## config.mk

```make
export PLATFORM = sky130hd
export DESIGN_NAME = cpu_top
export DESIGN_NICKNAME = d
export VERILOG_FILES = /design/src/rtl/cpu_pkg.sv /design/src/rtl/alu_execute.sv /design/src/rtl/cpu_sequencer.sv /design/src/rtl/cpu_top.sv /design/src/rtl/instr_decode.sv /design/src/rtl/result_writeback.sv
export VERILOG_INCLUDE_DIRS = /design/src /design/src/rtl
export SDC_FILE = /design/constraint.sdc
export NUM_CORES = 1
export LEC_CHECK = 0
export BUFFER_PORTS_ARGS = -buffer_cell sky130_fd_sc_hd__buf_2
export CELL_PAD_IN_SITES_DETAIL_PLACEMENT = 1
export CELL_PAD_IN_SITES_GLOBAL_PLACEMENT = 1
export CORE_UTILIZATION = 42
export DETAILED_ROUTE_END_ITERATION = 6
export PLACE_DENSITY_LB_ADDON = 0.1
export SKIP_CTS_REPAIR_TIMING = 1
export SLEW_MARGIN = 0
export SYNTH_ARGS = -nofsm -noshare
export SYNTH_HDL_FRONTEND = slang
export SYNTH_SLANG_ARGS = --single-unit
export TNS_END_PERCENT = 1
```

## constraint.sdc

```tcl
create_clock -name clock -period 5.7 [get_ports clock]
set_input_delay 0.285 -clock clock [delete_from_list [all_inputs] [get_ports clock]]
set_output_delay 0.285 -clock clock [all_outputs]
set_load 0.005 [all_outputs]
```

## src/rtl/cpu_defines.svh

```systemverilog
`ifndef CPU_DEFINES_SVH
`define CPU_DEFINES_SVH

// datapath and register file sizes
`define CPU_XLEN 32
`define CPU_NREGS 8
`define CPU_SELW 3

// first fetch address after reset
`define CPU_RESET_PC 32'h0000_0000

// 7-bit opcodes where any other value executes as a no-op
`define OP_ADD 7'h01
`define OP_SUB 7'h02
`define OP_AND 7'h03
`define OP_OR 7'h04
`define OP_XOR 7'h05
`define OP_ADDC 7'h06
`define OP_CMPLT 7'h07
`define OP_LDI 7'h08
`define OP_LOAD 7'h09
`define OP_STORE 7'h0a
`define OP_BRF 7'h0b
`define OP_HALT 7'h0c

`endif

```

## src/rtl/cpu_pkg.sv

```systemverilog
package cpu_pkg;

    // register view for alu, load and store opcodes
    typedef struct packed {
        logic [12:0] pad;
        logic [2:0]  fsel;
        logic [2:0]  rd;
        logic [2:0]  rb;
        logic [2:0]  ra;
        logic [6:0]  opcode;
    } instr_reg_t;

    // immediate view for ldi and brf
    typedef struct packed {
        logic [15:0] imm;
        logic [1:0]  pad;
        logic        high;
        logic [2:0]  rd;
        logic [2:0]  ra;
        logic [6:0]  opcode;
    } instr_imm_t;

    // rd moves between the two views so the opcode picks one
    typedef union packed {
        instr_reg_t r;
        instr_imm_t i;
    } instr_t;

    typedef enum logic [3:0] {
        ALU_ADD,
        ALU_SUB,
        ALU_AND,
        ALU_OR,
        ALU_XOR,
        ALU_ADDC,
        ALU_CMPLT,
        ALU_PASS_IMM_LOW,
        ALU_PASS_IMM_HIGH,
        ALU_PASS_B
    } alu_op_t;

endpackage

```

## src/rtl/alu_execute.sv

```systemverilog
`timescale 1ns/100ps
`include "cpu_defines.svh"

module alu_execute
    import cpu_pkg::*;
(
    input  alu_op_t              alu_op,
    input  logic [`CPU_XLEN-1:0] operand_a,
    input  logic [`CPU_XLEN-1:0] operand_b,
    input  logic [15:0]          imm,
    input  logic                 flag_in,
    output logic [`CPU_XLEN-1:0] result,
    output logic                 result_flag
);

    logic [`CPU_XLEN:0]   sum;
    logic [`CPU_XLEN:0]   diff;
    logic                 carry_in;
    logic [`CPU_XLEN-1:0] logic_res;

    // addc feeds the selected flag in as carry
    assign carry_in = (alu_op == ALU_ADDC) ? flag_in : 1'b0;

    assign sum = {1'b0, operand_a} + {1'b0, operand_b} + {{`CPU_XLEN{1'b0}}, carry_in};

    // top bit is the borrow
    assign diff = {1'b0, operand_a} - {1'b0, operand_b};

    always_comb
    begin
        case (alu_op)
            ALU_AND: logic_res = operand_a & operand_b;
            ALU_OR:  logic_res = operand_a | operand_b;
            default: logic_res = operand_a ^ operand_b;
        endcase
    end

    always_comb
    begin
        case (alu_op)
            ALU_ADD, ALU_ADDC:
            begin
                result = sum[`CPU_XLEN-1:0];
                result_flag = sum[`CPU_XLEN];
            end
            ALU_SUB:
            begin
                result = diff[`CPU_XLEN-1:0];
                result_flag = diff[`CPU_XLEN];
            end
            ALU_AND, ALU_OR, ALU_XOR:
            begin
                result = logic_res;
                result_flag = (logic_res == '0);
            end
            ALU_CMPLT:
            begin
                // only the flag is written back
                result = diff[`CPU_XLEN-1:0];
                result_flag = (operand_a < operand_b);
            end
            ALU_PASS_IMM_LOW:
            begin
                result = {{(`CPU_XLEN-16){1'b0}}, imm};
                result_flag = 1'b0;
            end
            ALU_PASS_IMM_HIGH:
            begin
                result = {imm, operand_a[15:0]};
                result_flag = 1'b0;
            end
            default:
            begin
                result = operand_b;
                result_flag = 1'b0;
            end
        endcase
    end

endmodule

```

## src/rtl/cpu_sequencer.sv

```systemverilog
`timescale 1ns/100ps
`include "cpu_defines.svh"

module cpu_sequencer (
    input  logic                 clock,
    input  logic                 reset,
    input  logic                 mem_req_ready,
    input  logic                 mem_rsp_valid,
    input  logic [`CPU_XLEN-1:0] mem_rdata,
    input  logic [`CPU_XLEN-1:0] operand_a,
    input  logic [`CPU_XLEN-1:0] operand_b,
    input  logic                 flag_in,
    input  logic [15:0]          imm,
    input  logic                 is_load,
    input  logic                 is_store,
    input  logic                 is_branch,
    input  logic                 is_halt,
    output logic                 mem_req_valid,
    output logic [`CPU_XLEN-1:0] mem_addr,
    output logic                 mem_write,
    output logic [`CPU_XLEN-1:0] mem_wdata,
    output logic [`CPU_XLEN-1:0] instr_word,
    output logic                 commit,
    output logic                 load_commit,
    output logic [`CPU_XLEN-1:0] load_data,
    output logic                 halted
);

    // idle keeps the bus quiet for one cycle after reset
    localparam logic [2:0] ST_IDLE  = 3'd0;
    localparam logic [2:0] ST_FETCH = 3'd1;
    localparam logic [2:0] ST_WAIT  = 3'd2;
    localparam logic [2:0] ST_EXEC  = 3'd3;
    localparam logic [2:0] ST_MEM   = 3'd4;
    localparam logic [2:0] ST_LWAIT = 3'd5;
    localparam logic [2:0] ST_HALT  = 3'd6;

    logic [2:0]           state;
    logic [`CPU_XLEN-1:0] pc;
    logic [`CPU_XLEN-1:0] pc_next;
    logic                 is_alu;

    assign pc_next = pc + 1'b1;
    assign is_alu = !(is_load || is_store || is_branch || is_halt);

    assign mem_req_valid = (state == ST_FETCH) || (state == ST_MEM);
    assign mem_addr = (state == ST_MEM) ? operand_a : pc;
    assign mem_write = (state == ST_MEM) && is_store;
    assign mem_wdata = operand_b;

    assign commit = (state == ST_EXEC) && is_alu;
    assign load_commit = (state == ST_LWAIT) && mem_rsp_valid;
    assign load_data = mem_rdata;
    assign halted = (state == ST_HALT);

    always_ff @(posedge clock)
    begin
        if (reset)
        begin
            state <= ST_IDLE;
            pc <= `CPU_RESET_PC;
            instr_word <= '0;
        end
        else
        begin
            case (state)
                ST_IDLE:  state <= ST_FETCH;
                ST_FETCH:
                begin
                    if (mem_req_ready)
                    begin
                        state <= ST_WAIT;
                    end
                end
                ST_WAIT:
                begin
                    if (mem_rsp_valid)
                    begin
                        instr_word <= mem_rdata;
                        state <= ST_EXEC;
                    end
                end
                ST_EXEC:
                begin
                    if (is_halt)
                    begin
                        state <= ST_HALT;
                    end
                    else if (is_load || is_store)
                    begin
                        state <= ST_MEM;
                    end
                    else
                    begin
                        // taken branch jumps to the zero-extended immediate
                        if (is_branch && flag_in)
                        begin
                            pc <= {{(`CPU_XLEN-16){1'b0}}, imm};
                        end
                        else
                        begin
                            pc <= pc_next;
                        end
                        state <= ST_FETCH;
                    end
                end
                ST_MEM:
                begin
                    if (mem_req_ready)
                    begin
                        if (is_load)
                        begin
                            state <= ST_LWAIT;
                        end
                        else
                        begin
                            pc <= pc_next;
                            state <= ST_FETCH;
                        end
                    end
                end
                ST_LWAIT:
                begin
                    if (mem_rsp_valid)
                    begin
                        pc <= pc_next;
                        state <= ST_FETCH;
                    end
                end
                ST_HALT:  state <= ST_HALT;
                default:  state <= ST_IDLE;
            endcase
        end
    end

endmodule

```

## src/rtl/cpu_top.sv

```systemverilog
`timescale 1ns/100ps
`include "cpu_defines.svh"

module cpu_top
    import cpu_pkg::*;
(
    input  logic                 clock,
    input  logic                 reset,
    output logic                 mem_req_valid,
    output logic                 mem_write,
    input  logic                 mem_req_ready,
    input  logic                 mem_rsp_valid,
    output logic [`CPU_XLEN-1:0] mem_addr,
    output logic [`CPU_XLEN-1:0] mem_wdata,
    input  logic [`CPU_XLEN-1:0] mem_rdata,
    output logic                 halted
);

    logic [`CPU_XLEN-1:0] instr_word;
    logic [`CPU_SELW-1:0] ra_sel;
    logic [`CPU_SELW-1:0] rb_sel;
    logic [`CPU_SELW-1:0] rd_sel;
    logic [`CPU_SELW-1:0] fsel;
    alu_op_t              alu_op;
    logic [15:0]          imm;
    logic                 wr_reg;
    logic                 wr_flag;
    logic                 is_load;
    logic                 is_store;
    logic                 is_branch;
    logic                 is_halt;
    logic [`CPU_XLEN-1:0] operand_a;
    logic [`CPU_XLEN-1:0] operand_b;
    logic                 flag_in;
    logic [`CPU_XLEN-1:0] result;
    logic                 result_flag;
    logic                 commit;
    logic                 load_commit;
    logic [`CPU_XLEN-1:0] load_data;

    cpu_sequencer u_sequencer (
        .clock         (clock),
        .reset         (reset),
        .mem_req_ready (mem_req_ready),
        .mem_rsp_valid (mem_rsp_valid),
        .mem_rdata     (mem_rdata),
        .operand_a     (operand_a),
        .operand_b     (operand_b),
        .flag_in       (flag_in),
        .imm           (imm),
        .is_load       (is_load),
        .is_store      (is_store),
        .is_branch     (is_branch),
        .is_halt       (is_halt),
        .mem_req_valid (mem_req_valid),
        .mem_addr      (mem_addr),
        .mem_write     (mem_write),
        .mem_wdata     (mem_wdata),
        .instr_word    (instr_word),
        .commit        (commit),
        .load_commit   (load_commit),
        .load_data     (load_data),
        .halted        (halted)
    );

    instr_decode u_decode (
        .instr_word (instr_word),
        .ra_sel     (ra_sel),
        .rb_sel     (rb_sel),
        .rd_sel     (rd_sel),
        .fsel       (fsel),
        .alu_op     (alu_op),
        .imm        (imm),
        .wr_reg     (wr_reg),
        .wr_flag    (wr_flag),
        .is_load    (is_load),
        .is_store   (is_store),
        .is_branch  (is_branch),
        .is_halt    (is_halt)
    );

    alu_execute u_execute (
        .alu_op      (alu_op),
        .operand_a   (operand_a),
        .operand_b   (operand_b),
        .imm         (imm),
        .flag_in     (flag_in),
        .result      (result),
        .result_flag (result_flag)
    );

    result_writeback u_writeback (
        .clock       (clock),
        .reset       (reset),
        .commit      (commit),
        .load_commit (load_commit),
        .wr_reg      (wr_reg),
        .wr_flag     (wr_flag),
        .ra_sel      (ra_sel),
        .rb_sel      (rb_sel),
        .rd_sel      (rd_sel),
        .fsel        (fsel),
        .result      (result),
        .load_data   (load_data),
        .result_flag (result_flag),
        .operand_a   (operand_a),
        .operand_b   (operand_b),
        .flag_in     (flag_in)
    );

endmodule

```

## src/rtl/instr_decode.sv

```systemverilog
`timescale 1ns/100ps
`include "cpu_defines.svh"

module instr_decode
    import cpu_pkg::*;
(
    input  logic [31:0]          instr_word,
    output logic [`CPU_SELW-1:0] ra_sel,
    output logic [`CPU_SELW-1:0] rb_sel,
    output logic [`CPU_SELW-1:0] rd_sel,
    output logic [`CPU_SELW-1:0] fsel,
    output alu_op_t              alu_op,
    output logic [15:0]          imm,
    output logic                 wr_reg,
    output logic                 wr_flag,
    output logic                 is_load,
    output logic                 is_store,
    output logic                 is_branch,
    output logic                 is_halt
);

    instr_t instr;

    assign instr = instr_word;
    assign imm = instr.i.imm;

    always_comb
    begin
        // register view by default
        ra_sel = instr.r.ra;
        rb_sel = instr.r.rb;
        rd_sel = instr.r.rd;
        fsel = instr.r.fsel;
        alu_op = ALU_PASS_B;
        wr_reg = 1'b0;
        wr_flag = 1'b0;
        is_load = 1'b0;
        is_store = 1'b0;
        is_branch = 1'b0;
        is_halt = 1'b0;

        case (instr.r.opcode)
            `OP_ADD, `OP_SUB, `OP_AND, `OP_OR, `OP_XOR, `OP_ADDC:
            begin
                wr_reg = 1'b1;
                wr_flag = 1'b1;
                case (instr.r.opcode)
                    `OP_ADD:  alu_op = ALU_ADD;
                    `OP_SUB:  alu_op = ALU_SUB;
                    `OP_AND:  alu_op = ALU_AND;
                    `OP_OR:   alu_op = ALU_OR;
                    `OP_XOR:  alu_op = ALU_XOR;
                    default:  alu_op = ALU_ADDC;
                endcase
            end
            `OP_CMPLT:
            begin
                alu_op = ALU_CMPLT;
                wr_flag = 1'b1;
            end
            `OP_LDI:
            begin
                // ra must name rd so the high half keeps the low half
                ra_sel = instr.i.ra;
                rd_sel = instr.i.rd;
                alu_op = instr.i.high ? ALU_PASS_IMM_HIGH : ALU_PASS_IMM_LOW;
                wr_reg = 1'b1;
            end
            `OP_LOAD:  is_load = 1'b1;
            `OP_STORE: is_store = 1'b1;
            `OP_BRF:
            begin
                // flag select sits in the ra slot of the immediate view
                fsel = instr.i.ra;
                rd_sel = instr.i.rd;
                is_branch = 1'b1;
            end
            `OP_HALT:  is_halt = 1'b1;
            default:   ;
        endcase
    end

endmodule

```

## src/rtl/result_writeback.sv

```systemverilog
`timescale 1ns/100ps
`include "cpu_defines.svh"

module result_writeback (
    input  logic                 clock,
    input  logic                 reset,
    input  logic                 commit,
    input  logic                 load_commit,
    input  logic                 wr_reg,
    input  logic                 wr_flag,
    input  logic [`CPU_SELW-1:0] ra_sel,
    input  logic [`CPU_SELW-1:0] rb_sel,
    input  logic [`CPU_SELW-1:0] rd_sel,
    input  logic [`CPU_SELW-1:0] fsel,
    input  logic [`CPU_XLEN-1:0] result,
    input  logic [`CPU_XLEN-1:0] load_data,
    input  logic                 result_flag,
    output logic [`CPU_XLEN-1:0] operand_a,
    output logic [`CPU_XLEN-1:0] operand_b,
    output logic                 flag_in
);

    logic [`CPU_XLEN-1:0]  regs [`CPU_NREGS];
    logic [`CPU_NREGS-1:0] flags;

    // asynchronous read ports
    assign operand_a = regs[ra_sel];
    assign operand_b = regs[rb_sel];
    assign flag_in = flags[fsel];

    always_ff @(posedge clock)
    begin
        if (reset)
        begin
            for (int i = 0; i < `CPU_NREGS; i++)
            begin
                regs[i] <= '0;
            end
            flags <= '0;
        end
        else
        begin
            if (commit && wr_reg)
            begin
                regs[rd_sel] <= result;
            end
            // load completes in a cycle without commit
            if (load_commit)
            begin
                regs[rd_sel] <= load_data;
            end
            // flag rd travels with register rd
            if (commit && wr_flag)
            begin
                flags[rd_sel] <= result_flag;
            end
        end
    end

endmodule

```

After elaboration in Yosys (flattened, before gate mapping):

Memory sizes are Yosys's and may differ from the RTL's. A register that Yosys moved wholly into a read port is not among the register bits.
Cells that the tools add are included.

* add/sub/neg operators: 4
* order comparisons: 4
* eq/ne operators: 33
* muxes and demuxes: 52
* bitwise gates (word level): 4
* reduce and logical (&&, ||, !) cells: 27

Operators by type and width (count)
* $mux 32: 9
* $pmux 32 s5: 1
* $pmux 32 s3: 1
* $pmux 32 s2: 1
* $mux 3: 14
* $eq 7x4->1 const B: 5
* $add 32x32->33: 1
* $add 33x1->33: 1
* $sub 32x32->33: 1
* $add 32x1->32 const B: 1
* $and 32x32->32: 1
* $logic_not 32->1: 1
* $lt 32x32->1: 1
* $or 32x32->32: 1
* $reduce_or 32->1: 1
* $xor 32x32->32: 1
* $eq 7x3->1 const B: 4
* $pmux 3 s7: 1
* $mux 1: 18
* $eq 4x3->1 const B: 4
* $pmux 3 s5: 1
* $eq 7x2->1 const B: 2
* $ne 2x2->1 const B: 7
* $reduce_or 7->1: 2
* other kinds (28): 44

* register bits after elaboration: 75
* bits in writable memories: 256
* input bits: 36
* output and inout port bits: 67
* logic and storage cells: 129
* memories: 1

Memory list
* u_writeback.regs: words 8, width 32, rd ports 2, clocked after Yosys merged registers in 2, write ports 8, line result_writeback.sv:23 `` logic [`CPU_XLEN-1:0] regs [`CPU_NREGS]; ``

Longest topological paths before layout:

* depth in word-level cells: 14
* mapped depth: 21
* mapped depth without buffers: 19

Modules after synthesis:

From an unflattened synthesis, not the netlist that was laid out.

* cells, all modules: 2409
* area, all modules: 24524.8 µm²

By module, submodules not included
* result_writeback: times used 1, cells each 866, area each 13810.7 µm², seq. area each 7847.5 µm²
* alu_execute: times used 1, cells each 959, area each 6179.7 µm², seq. area each 0.0 µm²
* cpu_sequencer: times used 1, cells each 522, area each 4050.1 µm², seq. area each 1341.3 µm²
* instr_decode: times used 1, cells each 62, area each 484.2 µm², seq. area each 0.0 µm²

Worst setup path before layout:

Ideal clock, no wire load.

* kind: register -> register
* from: reg with a tool-made name
* to: mem u_writeback.regs[4][17] in the netlist's numbering, data pin
* setup time: 266 ps
* data arrival time: 4838 ps
* required time: 5434 ps
* setup slack: 596 ps
* stages on the path, launching flop included: 17
* buffers on the path: 4
* clock period less this slack: 5104 ps
* cells stage by stage: dfxtp_1 -> buf_2 -> buf_1 -> buf_2 -> mux4_2 -> mux2i_1 -> ha_1 -> clkbuf_1 -> or4_4 -> or3_1 -> a2111oi_0 -> a211o_2 -> a41oi_1 -> a211oi_1 -> o21ai_0 -> a22oi_2 -> nor2_1

RTL lines (line)
* to (decl): result_writeback.sv:23

==> flow_summary_export.csv <==
group,metric,value,unit
power_and_ir_drop,p_seq_frac,0.419,
synth,synth_edf_count,256,
power_and_ir_drop,p_leak,0.00998,uW
placement,preCtsSetupSlack,0.175,ns
global_route,grt_max_degree,68,
timing,drv_slew,0,
synth,synthCells,2413,
route,routedWlPerCell,31.1,um
synth,async_flop_share,0,
critical_path,critPathBufInv,2,
final_layout,syn2layout_area_growth,15.6,%
power_and_ir_drop,swShare,0.309,
critical_path,cp_cell_sequence,"mux4_2 -> mux2i_1 -> ha_1 -> inv_1 -> fa_1 -> nor2b_1 -> o211ai_1 -> nand4_1 -> a311o_1 -> a2111oi_0 -> o21ai_0 -> a221o_1 -> a21oi_2 -> buf_4 -> nor3_1",
synth,syn_area,23600,sq um
global_route,grt_usage,0.362,
clocking,cts_made_buffers,40,
route,first_iter_violations,2221,
critical_path,crit_required,5.99,ns
global_route,grt_pass1_vias,22200,
critical_path,slowest_stage,"a2111oi_0",
final_layout,diodes,0,
critical_path,critical_path.max_stage_delay,0.60,ns
clocking,htreeDepth,2,
critical_path,crit_arrival,5.80,ns
critical_path,crit_cells,15,
route,dr_total_vias,22000,
route,ant_nets,0,
power_and_ir_drop,totalPowerFinal,6600,uW
synth,ys_warn_count,0,
critical_path,crit_family,"compound AO/OA/AOI/OAI gates",
timing,finalSetupViolations,0,
clocking,clock-root-buffer,"clkbuf_16",
timing,holdWs,-0.0206,ns
timing,tightest_slew,1.06,ns
route,firstDrtPassIters,6,
synth,synthesis.nets,2549,
route,routed_wl,104000,um
synth,ys_seq_elements,337,
critical_path,critPathKind,"reg2reg",
worst_hold_path,hold-path-cell-count,3,
global_route,grt_pass1_wl,150000,um
run_status,outcome,"finished, violations left",
final_layout,drive_gt1_frac,0.216,
worst_hold_path,worst_hold_path_type,"in2reg",
power_and_ir_drop,p_sw,2040,uW
critical_path,cp_max_fo,14,
floorplanning,core-area,55300,sq um
timing,period_share,0.966,
floorplanning,start_util,0.427,
power_and_ir_drop,combPwrFrac,0.198,
placement,hpwl,74700,um
final_layout,design.final.nets,2707,
final_layout,fill_cells,6257,
synth,synth-seq-area-share,0.394,
power_and_ir_drop,power_per_cell_area,242,nW/um^2
route,vias_per_cell,6.55,
clocking,cts_max_path_buffers,3,
global_route,grt_overflow_total,0,
clocking,cts_tree,"done",
power_and_ir_drop,ir_drop,0.218,mV
placement,place.port_buffers,102,
timing,hold_violations,3,
critical_path,crit_path_start_kind,"flip-flop",
power_and_ir_drop,intPower,4550,uW
synth,yosys_most_used_dff,"edfxtp_1",
final_layout,stdcell_area,27300,sq um
floorplanning,die_h,239,um
run_status,failed_checks,"hold timing",
floorplanning,core.rowCount,86,
floorplanning,boundaryPins,103,
timing,setup_tns,0,ns
final_layout,final_util,0.494,
power_and_ir_drop,p_clk_frac,0.383,
global_route,antenna_found_initial,2,
placement,placed_area,25900,sq um
placement,gp_congestion,0.968,
timing,rsz0062_at_grt,"yes",
timing,timing.final.crit_period,5.51,ns
clocking,insertion_delay,0.60,ns
job,cap_violations,0,
floorplanning,die-area,57200,sq um
synth,avgSynthCellArea,9.79,sq um
timing,skew,0.0267,ns
timing,relSlewSlack,0.286,
clocking,clkSinkCount,337,
clocking,clkTransAtPathRegs,0.07,ns
route,post-route-drc-count,0,
worst_hold_path,worstHoldStart,"mem_rdata[1]",
timing,timing.final.ws_setup,0.192,ns
critical_path,critPathCaptureType,"flip-flop",
timing,clock.fmax,182,MHz
critical_path,rr_worst_depth,15,
floorplanning,die_x,239,um
synth,synth_cell_types,98,
[worst min-delay path: cells and delay by family]
kind	cells	cell delay, ns
buf+inv	1	0.13
simple gates	1	0.06
compound gates	1	0.06
[synth_stat cells (18+ instances only)]
cell      count  share of area
a211oi_1     31         0.0098
ha_1         97          0.051
clkbuf_1    130          0.021
nor4_1       19         0.0050
edfxtp_1    256           0.33
buf_1        23         0.0037
mux2i_1      62          0.026
nand2b_1     29         0.0077
inv_1       105          0.017
buf_2        23         0.0049
a22oi_1      35          0.011
a21oi_1     241          0.051
nand3_1      41         0.0087
nand4_1      18         0.0048
nor3_1       76          0.016
and3_1       19         0.0050
dfxtp_1      81          0.069
mux2_2       29          0.014
nand2_1     186          0.030
mux4_2      128           0.12
o21ai_0     104          0.022
nor2_1      334          0.053
[routing by layer]
layer	vias up	part of all wire	GRT usage
met5	-	0.00012	0
met3	223	0.089	0.0611
met1	11200	0.41	0.488
li1	9400	-	-
met4	2	0.040	0.136
met2	1143	0.46	0.584
[layout make-up]
cell class / count / area, sq um / share of cell area
multi-input cells: 1793 / 13300 / 0.487
flip-flops and latches: 337 / 9320 / 0.341
repair buffers: 294 / 2080 / 0.0762
clock buffers: 52 / 1080 / 0.0394
well taps: 748 / 936 / 0.0343
inverters: 105 / 394 / 0.0144
clock inverters: 22 / 196 / 0.00719
[path summary, 6_finish.rpt]
| path | endpoint | slack, ns |
|---|---|---|
| worst max-delay path | u_writeback.regs[6][20] | 0.19 |
| worst min-delay path | u_sequencer.instr_word[1] | -0.02 |
| worst max register to register | u_writeback.regs[6][20] | 0.19 |
| worst min register to register | flip-flop | 0.48 |
[cell families (layout without fill, tap and decap cells)]
| group | count (synthesis) | after routing | synth area share |
|---|---|---|---|
| xor gates and xnor gates | 21 | 21 | 0.00778 |
| adders and majority gates | 100 | 100 | 0.0539 |
| AOI/OAI and AO/OA | 648 | 648 | 0.178 |
| muxes | 220 | 220 | 0.163 |
| buffers and inverters | 283 | 473 | 0.0468 |
| DFF | 337 | 337 | 0.394 |
| and+or+nand+nor | 804 | 804 | 0.157 |
[power groups by stage]
stage	combinational, uW	clock, uW	sequential (uW)
2_1_floorplan	713	0	2780
3_3_place_gp	1230	0	2800
3_5_place_dp	1250	0	2810
4_1_cts	1260	2570	2760
5_1_grt	1370	2640	2770
6_report	1310	2530	2760
[metrics by stage]
stage                     std cells  hold slack, ns
after CTS                      3339         -0.0493
after global routing           3351         0.00307
after floorplan                2413           0.421
final                          3351         -0.0206
after detailed placement       3265           0.467
after global placement         3265           0.446
[flip-flops by register name, indices dropped and copies added, names as in the netlist, named ones only]
register,count
u_sequencer.pc,32
u_sequencer.state,3
u_writeback.flags,8
u_writeback.regs,256
u_sequencer.instr_word,32
[cell usage in the layout (no fill, tap or decap), types with 18 or more instances in the layout]
| cell type | netlist | final |
|---|---|---|
| a211oi_1 | 31 | 29 |
| a21oi_1 | 241 | 239 |
| a22oi_1 | 35 | 35 |
| and3_1 | 19 | 19 |
| buf_2 | 23 | 102 |
| buf_4 | 0 | 172 |
| clkbuf_16 | 0 | 40 |
| dfxtp_1 | 81 | 75 |
| edfxtp_1 | 256 | 256 |
| ha_1 | 97 | 97 |
| inv_1 | 105 | 105 |
| mux2_2 | 29 | 29 |
| mux2i_1 | 62 | 60 |
| mux4_2 | 128 | 128 |
| nand2_1 | 186 | 186 |
| nand2b_1 | 29 | 21 |
| nand3_1 | 41 | 41 |
| nand4_1 | 18 | 18 |
| nor2_1 | 334 | 333 |
| nor3_1 | 76 | 76 |
| nor4_1 | 19 | 19 |
| o21ai_0 | 104 | 102 |
(Power assumes the default switching activity.)
